### config.mk
export PLATFORM = sky130hd
export DESIGN_NAME = l2_cache_lru
export DESIGN_NICKNAME = d
export VERILOG_FILES = /design/src/rtl/l2_cache_lru.sv
export SDC_FILE = /design/constraint.sdc
export NUM_CORES = 1
export LEC_CHECK = 0
export BUFFER_PORTS_ARGS = -buffer_cell sky130_fd_sc_hd__buf_2
export CAP_MARGIN = 20
export CELL_PAD_IN_SITES_DETAIL_PLACEMENT = 0
export CELL_PAD_IN_SITES_GLOBAL_PLACEMENT = 1
export CORE_MARGIN = 2
export CORE_UTILIZATION = 54
export CTS_CLUSTER_DIAMETER = 200
export DETAILED_ROUTE_END_ITERATION = 16
export PLACE_DENSITY_LB_ADDON = 0.1
export SETUP_SLACK_MARGIN = 0.15
export SLEW_MARGIN = 20
export SYNTH_ARGS = -nofsm -noshare
export SYNTH_HDL_FRONTEND = slang
export SYNTH_SLANG_ARGS = --single-unit
### constraint.sdc
create_clock -name clk -period 4.63 [get_ports clk]
set_clock_uncertainty 0.05 [all_clocks]
set_input_delay 0.463 -clock clk [delete_from_list [all_inputs] [get_ports clk]]
set_output_delay 0.463 -clock clk [all_outputs]
set_load 0.05 [all_outputs]
### src/rtl/l2_cache_lru.sv
`timescale 1ns/1ps
// ==========================================================
// Tree pseudo-LRU for a four-way cache, three bits per set.
// The read is combinational; an update lands on the clock.
// ==========================================================
module l2_cache_lru
	#(parameter int set_index_width = 6)
	(input logic clk,
	input logic reset,
	input logic stall_pipeline,
	input logic [set_index_width-1:0] set,
	input logic update,
	input logic [set_index_width-1:0] update_set,
	input logic [1:0] update_way,
	output logic [1:0] lru_way);

	localparam int num_sets = 1 << set_index_width;

	// Bit 0 picks the pair, bit 1 splits ways 0/1, bit 2 ways 2/3.
	logic [num_sets-1:0][2:0] tree;
	logic [2:0] cur_bits;
	logic [2:0] new_bits;

	assign cur_bits = tree[set];
	assign lru_way = cur_bits[0] ? {1'b1, cur_bits[2]} : {1'b0, cur_bits[1]};

	always_comb
	begin
		new_bits = tree[update_set];
		new_bits[0] = ~update_way[1];	// Root points at the other pair.
		if (update_way[1])
			new_bits[2] = ~update_way[0];
		else
			new_bits[1] = ~update_way[0];
	end

	always_ff @(posedge clk)
	begin
		if (reset)
			tree <= '0;
		else if (update && !stall_pipeline)
			tree[update_set] <= new_bits;
	end

endmodule

=== Word-level counts from Yosys, hierarchy flattened ===
Cells that the tools add are included.

* $lt $le $gt $ge: 3
* Multiplexer cells: 10
* Bitwise logic cells: 2
* Reductions and logical operators: 3

{| class="wikitable"
|+ Operators by type and width
! operator !! count
|-
| 192-bit bitwise mux || 1
|-
| 3-bit binary-select mux with 6-bit select || 2
|-
| 3-bit demux with 6-bit select || 1
|-
| 6-bit by 7-bit less-than comparator with 1-bit output (second input constant) || 2
|-
| 3-bit 2-to-1 mux || 3
|-
| 6-bit by 1-bit >= comparator with 1-bit output (second input constant) || 1
|-
| 1-bit logical AND || 2
|-
| 1-bit 2-to-1 mux || 2
|-
| 2-bit 2-to-1 mux || 1
|-
| 1-bit NOT || 2
|-
| 1-bit logical NOT || 1
|}

* Flip-flop bits (word level): 192
* Input bits: 18
* Output and inout port bits: 2
* Logic and storage cells: 82

=== Depth between registers and ports, before layout ===
Gate-level depths: netlist of run 1.

* Depth after elaboration: 5
* Gate-level depth with buffers: 12
* Gate-level depth less buffers: 6

=== Worst setup path after synthesis of run 1 ===
No wires, ideal clock.

* Path kind: in2out
* Start: input set[0]
* End: output lru_way[0]
* Arrival time: 2916 ps
* Required time: 4117 ps
* Slack: 1201 ps
* Stages on the path: 8
* Buffers on the path: 2
* Path through: buf_2 -> buf_2 -> mux4_2 -> nand3_1 -> nand4_1 -> o21ai_0 -> a21oi_1 -> mux2_2

* Cells in the longest elaborated chain, start to end: 3

{| class="wikitable"
|+ RTL lines
! item !! line !! text
|-
| from (decl) || 11 || <nowiki>input logic [set_index_width-1:0] set,</nowiki>
|-
| 3-bit binary-select mux with 6-bit select || 24 || <nowiki>assign cur_bits = tree[set];</nowiki>
|-
| 3-bit 2-to-1 mux (implied by the code) || 24 ||
|-
| 2-bit 2-to-1 mux || 25 || <nowiki>assign lru_way = cur_bits[0] ? {1'b1, cur_bits[2]} : {1'b0, cur_bits[1]};</nowiki>
|-
| to (decl) || 15 || <nowiki>output logic [1:0] lru_way);</nowiki>
|}

No other way between the ends. The select of a mux whose other input is x is not followed.

=== Worst setup path after layout of run 1 ===
Same ends and word-level chain as after synthesis.

==> results.py, run 1 <==
metrics = {
    "status": {
        "status": "finished, final reports clean",
    },
    "global_routing": {
        "grt_pass1_vias": 7741,
        "grt_first_pass_wirelength_um": 45600,
        "grt_use_total": 0.305,
        "antenna_found_initial": 0,
        "grt_overflow": 0,
        "grt_max_degree": 136,
    },
    "synthesis": {
        "synth_top_family_by_area": "simple AND/OR/NAND/NOR gates",
        "synth_xor_area_frac": 0,
        "synth.avg_cell_area_um2": 9.59,
        "synth_flop_cell": "dfxtp_1",
        "synth_compound_area_frac": 0.165,
        "ys_seq_area_frac": 0.393,
        "synthAdderAreaFrac": 0,
        "synth_top_area_share": 0.393,
        "yosysTopAreaCell": "dfxtp_1",
        "synth.ff_latch_count": 192,
        "syn_area_um2": 9790,
        "synth_mux_area_frac": 0.186,
        "yosysWarnings": 0,
        "synth_fp_nets": 1039,
        "yosys-top-cells-area": "dfxtp_1, mux4_2, nand3b_1, nor2_1, o31ai_1",
        "synth_cells": 1021,
        "synth_enable_flop_cells": 0,
        "ys_types": 51,
        "async_flop_share": 0,
        "synthSimpleGateAreaFrac": 0.209,
    },
    "worst_setup_path": {
        "cp-start-kind": "input port",
        "r2r_cells": 7,
        "r2r-start": "tree[7]$_SDFFE_PP0P_",
        "cp-end-kind": "primary output",
        "reg2reg_to": "tree[43]$_SDFFE_PP0P_",
        "critPathRequiredTime_ps": 4120,
        "worstSetupPathType": "input port to primary output",
        "crit_path_start": "set[0]",
        "slowest_delay_ps": 640,
        "crit_fanout": 30,
        "cp.arrival_ps": 3160,
        "cpMaxStageDelayCell": "mux4_2",
        "crit_top_cell": "mux4_2",
        "ff2ff_setup_slack_ps": 1830,
        "cp_cell_sequence": "buf_4 > mux4_2 > mux4_2 > nor2b_1 > a211oi_1 > a21oi_1 > mux2_2 > buf_2",
    },
    "finish": {
        "mostFrequentLayoutCells": "dfxtp_1, nor2_1, nand3b_1",
        "layout_commonest_cell": "dfxtp_1",
        "largest_register_ffs": 192,
        "ff_latch_area_um2": 3840,
        "largest_register": "tree",
        "drive_gt1_frac": 0.169,
        "multi_input_area_um2": 5500,
        "area_delta_synth_final_pct": 8.55,
        "fill_cells": 1571,
        "antenna_cells": 0,
        "largestRegisters": "tree: 192 flops",
        "final_core_utilization": 0.593,
        "layout.nets": 1025,
        "final_area_um2": 10600,
    },
    "drt": {
        "drt-wirelength-per-cell_um": 23.1,
        "ant_nets": 0,
        "first_pass_iters": 5,
        "drt_iter0_markers": 851,
        "num_vias": 8089,
        "drc": 0,
        "wl_um": 28900,
        "via_per_inst": 6.48,
    },
    "timing": {
        "hold_viol_final": 0,
        "holdWs_ps": 434,
        "worst_pin_slew_ps": 1190,
        "fmax_mhz": 272,
        "rsz0062_at_grt": "false",
        "period_minus_slack_ps": 3680,
        "maxSlewHeadroom": 0.202,
        "fin_crit_sh": 0.794,
        "slew_viol_final": 0,
        "final.setup.tns_ps": 0,
        "setup_viol": 0,
    },
    "floorplanning": {
        "fp.dieW_um": 139,
        "fp.dieH_um": 139,
        "core_area_um2": 17900,
        "die_area_um2": 19200,
        "rows": 49,
        "pin_count": 20,
        "start_util": 0.547,
    },
    "clocking": {
        "cts.sinks": 192,
        "cts_resized": 0,
        "cts_hold_buf": 0,
        "clk_pin_slew_ps": 70,
        "cts_setup_buffers": 0,
        "cts_max_level": 4,
        "cts_root_buf": "clkbuf_16",
        "cts_tree": "yes",
        "numCtsBuffers": 17,
        "cts_buffer_depth": 2,
        "clkLatencyLatePin_ps": 440,
    },
    "pwr": {
        "finalPower_mw": 3.43,
        "p_per_area_nw_per_um2": 323,
        "power.leakage_nw": 3.66,
        "ir_drop_uv": 263,
    },
    "hold_path": {
        "hold_depth": 2,
        "hold_start": "tree[78]$_SDFFE_PP0P_",
        "hold_path.class": "register to register",
        "hold_path_end": "tree[78]$_SDFFE_PP0P_",
    },
    "placed_design": {
        "place_congestion": 0.847,
        "placed_cell_area_um2": 10000,
        "place_hpwl_um": 19000,
        "port_buffers": 19,
    },
    "run": {
        "maxCapViolations": 0,
    },
}
[where the power goes]
group / total [mW] / switching, mW / internal (mW)
sequential: 1.66 / 0.00282 / 1.65
clock: 1.49 / 0.685 / 0.801
combinational: 0.286 / 0.194 / 0.0921
[cells in the mapped netlist, types with 2 or more instances]
cell type and instances:
o21ai_1 5, o221ai_1 5, and3b_1 2, nor3b_1 3, o22ai_1 4, o31ai_1 64
a221oi_1 6, buf_2 13, nand3b_1 129, clkbuf_2 6, a221o_1 5, o211ai_1 3
o21ai_0 65, nor2_1 141, a211oi_1 4, nor3_1 6, a22o_1 2, o221a_2 2
a21oi_1 71, buf_4 4, buf_1 4, inv_1 9, or3b_2 2, mux2i_1 14
nand2_1 77, a31oi_1 2, clkbuf_1 45, buf_6 11, nor2b_1 4, a22oi_1 8
nand2b_1 4, mux4_2 68, mux2_2 13, nand3_1 9, dfxtp_1 192, and3_1 4
[routing by layer]
layer  track usage  up-vias  routed length (µm)  part of all wire
met5             0        -                   0                 0
met4         0.114        0                 963             0.033
met3        0.0815       59                2330             0.081
met2         0.469      334               13100              0.45
met1         0.416     3920               12500              0.43
li1              -     3776                   -                 -
[critical path, delay by kind of cell]
kind	cells	cell delay, ps
buf+inv	2	700
mux	3	1460
simple gates	1	160
compound gates	2	370
[through the flow]
| step | std cells | worst slack [ps] |
|---|---|---|
| floorplan | 1021 | 1200 |
| global placement | 1217 | 923 |
| detailed placement | 1217 | 921 |
| CTS | 1249 | 923 |
| global route | 1249 | 809 |
| finish | 1249 | 952 |
[area by class of cell]
cell class | count | area share
Clock buffer | 21 | 0.0443
Inverter | 9 | 0.00318
Multi-Input combinational cell | 737 | 0.517
Tap cell | 229 | 0.0270
Clock inverter | 11 | 0.0114
Timing Repair Buffer | 50 | 0.0349
Sequential cell | 192 | 0.362
[kinds of logic after synthesis]
kind of cell           count (synthesis)
buffers and inverters                 92
and+or+nand+nor                      387
AOI/OAI and AO/OA                    255
DFF                                  192
muxes                                 95
[worst max path at each step]
| stage | endpoint | slack, ps |
|---|---|---|
| after global routing | lru_way[0] | 810 |
| final | lru_way[0] | 950 |
| after floorplan | lru_way[0] | 1200 |
| after CTS | lru_way[0] | 920 |
| after detailed placement | lru_way[0] | 920 |
| after global placement | lru_way[0] | 920 |
Power figures use the tool's default switching activity.
==> inputs of run 2 (changes only) <==
--- a/config.mk
+++ b/config.mk
@@ -10,7 +10,7 @@
 export CELL_PAD_IN_SITES_DETAIL_PLACEMENT = 0
 export CELL_PAD_IN_SITES_GLOBAL_PLACEMENT = 1
 export CORE_MARGIN = 2
-export CORE_UTILIZATION = 54
+export CORE_UTILIZATION = 50
 export CTS_CLUSTER_DIAMETER = 200
 export DETAILED_ROUTE_END_ITERATION = 16
 export PLACE_DENSITY_LB_ADDON = 0.1
==> constraint.sdc (replaced) <==
create_clock -name clk -period 3.5 [get_ports clk]
set_clock_uncertainty 0.05 [all_clocks]
set_input_delay 0.35 -clock clk [delete_from_list [all_inputs] [get_ports clk]]
set_output_delay 0.35 -clock clk [all_outputs]
set_load 0.05 [all_outputs]
==> run 2 against run 1 <==
Non-clock buffer count grew 20; count of clock-buffer cells in the layout shrank 3; setup slack lost 600 ps; cell count grew 4.5%; critical path type is now register to primary output; global-route usage shrank 0.28 points; combinational power grew 36%; largest power group unchanged; die area grew 7.8%; critical endpoint unchanged.
==> results.py, run 2 (synthesized netlist as in run 1, its figures left out) <==
metrics = {
    "drt": {
        "num_vias": 8270,
        "drc": 0,
        "first_pass_iters": 5,
        "drt_iter0_markers": 946,
        "via_per_inst": 6.34,
        "ant_nets": 0,
        "drt-wirelength-per-cell_um": 23.0,
        "wl_um": 30100,
    },
    "hold_path": {
        "hold_path.class": "input port to register",
    },
    "floorplanning": {
        "fp.dieW_um": 144,
        "pin_count": 20,
        "start_util": 0.506,
        "fp.dieH_um": 144,
        "core_area_um2": 19300,
        "rows": 51,
        "die_area_um2": 20700,
    },
    "finish": {
        "layout_commonest_cell": "dfxtp_1",
        "largest_register_ffs": 192,
        "fill_cells": 1810,
        "largestRegisters": "tree: 192 flops",
        "antenna_cells": 0,
        "layout.nets": 1045,
        "largest_register": "tree",
        "drive_gt1_frac": 0.184,
        "area_delta_synth_final_pct": 10.2,
        "mostFrequentLayoutCells": "dfxtp_1, nor2_1, nand3b_1",
    },
    "worst_setup_path": {
        "critPathTopFamily": "multiplexers",
        "cp_num_buf_inv": 1,
        "cp-start-kind": "register",
        "crit_fanout": 2,
        "ff2ff_setup_slack_ps": 910,
        "cp_cell_sequence": "mux4_2 > mux4_2 > nor2b_1 > a211oi_1 > a21oi_1 > mux2_2 > buf_2",
        "crit_top_cell": "mux4_2",
        "cpMaxStageDelayCell": "mux4_2",
        "worstSetupPathType": "register to primary output",
        "critPathRequiredTime_ps": 3100,
        "cp-end-kind": "primary output",
        "cp.arrival_ps": 2750,
        "slowest_delay_ps": 470,
    },
    "timing": {
        "fin_crit_sh": 0.900,
        "slew_viol_final": 0,
        "hold_viol_final": 0,
        "setup_viol": 0,
        "final.setup.tns_ps": 0,
        "fmax_mhz": 318,
        "rsz0062_at_grt": "false",
        "holdWs_ps": 247,
        "maxSlewHeadroom": 0.369,
        "worst_pin_slew_ps": 947,
        "period_minus_slack_ps": 3150,
    },
    "global_routing": {
        "antenna_found_initial": 1,
        "grt_overflow": 0,
        "grt_use_total": 0.302,
        "grt_max_degree": 106,
        "grt_first_pass_wirelength_um": 46800,
        "grt_pass1_vias": 7722,
    },
    "placed_design": {
        "port_buffers": 19,
        "place_congestion": 0.861,
        "place_hpwl_um": 20000,
    },
    "clocking": {
        "cts_buffer_depth": 2,
        "numCtsBuffers": 17,
        "cts_tree": "yes",
        "cts_max_level": 4,
        "cts_hold_buf": 0,
        "cts.sinks": 192,
        "cts_setup_buffers": 0,
        "clk_pin_slew_ps": 80,
        "cts_root_buf": "clkbuf_16",
        "clkLatencyLatePin_ps": 440,
        "cts_resized": 0,
    },
    "pwr": {
        "power.leakage_nw": 3.73,
        "ir_drop_uv": 332,
        "p_per_area_nw_per_um2": 415,
        "finalPower_mw": 4.47,
    },
    "run": {
        "maxCapViolations": 0,
    },
    "status": {
        "status": "finished, final reports clean",
    },
}
[run 2: cell types whose count changed in the layout (fill, tap and decap cells not counted), sizes merged]
| cell | delta |
|---|---|
| buf | +20 |
| bufinv | -1 |
| clkbuf | -3 |
| clkinvlp | +2 |
| clkinv | +1 |
| inv | +1 |
[run 2: area by class of cell]
cell class / instances / area [µm²] / area share
inverters: 9 / 33.8 / 0.00313
well taps: 265 / 332 / 0.0308
clock buffers: 18 / 429 / 0.0398
clock inverters: 14 / 124 / 0.0115
flip-flops and latches: 192 / 3840 / 0.357
multi-input cells: 737 / 5490 / 0.509
repair buffers: 70 / 533 / 0.0494
[run 2: routing by layer]
layer  track usage  wire length (µm)  vias up
li1              -                 -     3821
met1         0.439             13500     4010
met2         0.446             13300      372
met3        0.0590              2280       65
met4         0.109               956        2
met5             0                13        -
[run 2: final timing paths]
| check | start | to | cells past startpoint |
|---|---|---|---|
| max | tree[66]$_SDFFE_PP0P_ | lru_way[0] | 7 |
| min | reset | tree[18]$_SDFFE_PP0P_ | 2 |
| max reg2reg | tree[71]$_SDFFE_PP0P_ | tree[104]$_SDFFE_PP0P_ | 6 |
| min reg2reg | tree[51]$_SDFFE_PP0P_ | tree[51]$_SDFFE_PP0P_ | 2 |
[run 2: power by group]
group | switching (mW) | leakage [nW] | total (mW) | internal, mW
clock | 0.956 | 0.261 | 1.89 | 0.936
sequential | 0.00385 | 1.55 | 2.19 | 2.19
combinational | 0.260 | 1.92 | 0.390 | 0.130
total | 1.22 | 3.73 | 4.47 | 3.25
[run 2: per-stage QoR]
step           utilization  setup WS, ps  area (µm²)  std cells
2_1_floorplan            -           297        9790       1021
3_3_place_gp         0.529           347       10200       1273
3_5_place_dp         0.529           346       10200       1273
4_1_cts              0.558           352       10800       1305
5_1_grt              0.558           237       10800       1305
6_report             0.558           351       10800       1305
[run 2: worst register-to-register path, stage by stage (launching register included)]
cell and delay [ps]:
dfxtp_1 340, mux4_2 490, mux2_2 320, a221o_1 350
nor4b_4 360, buf_4 390, o31ai_1 150
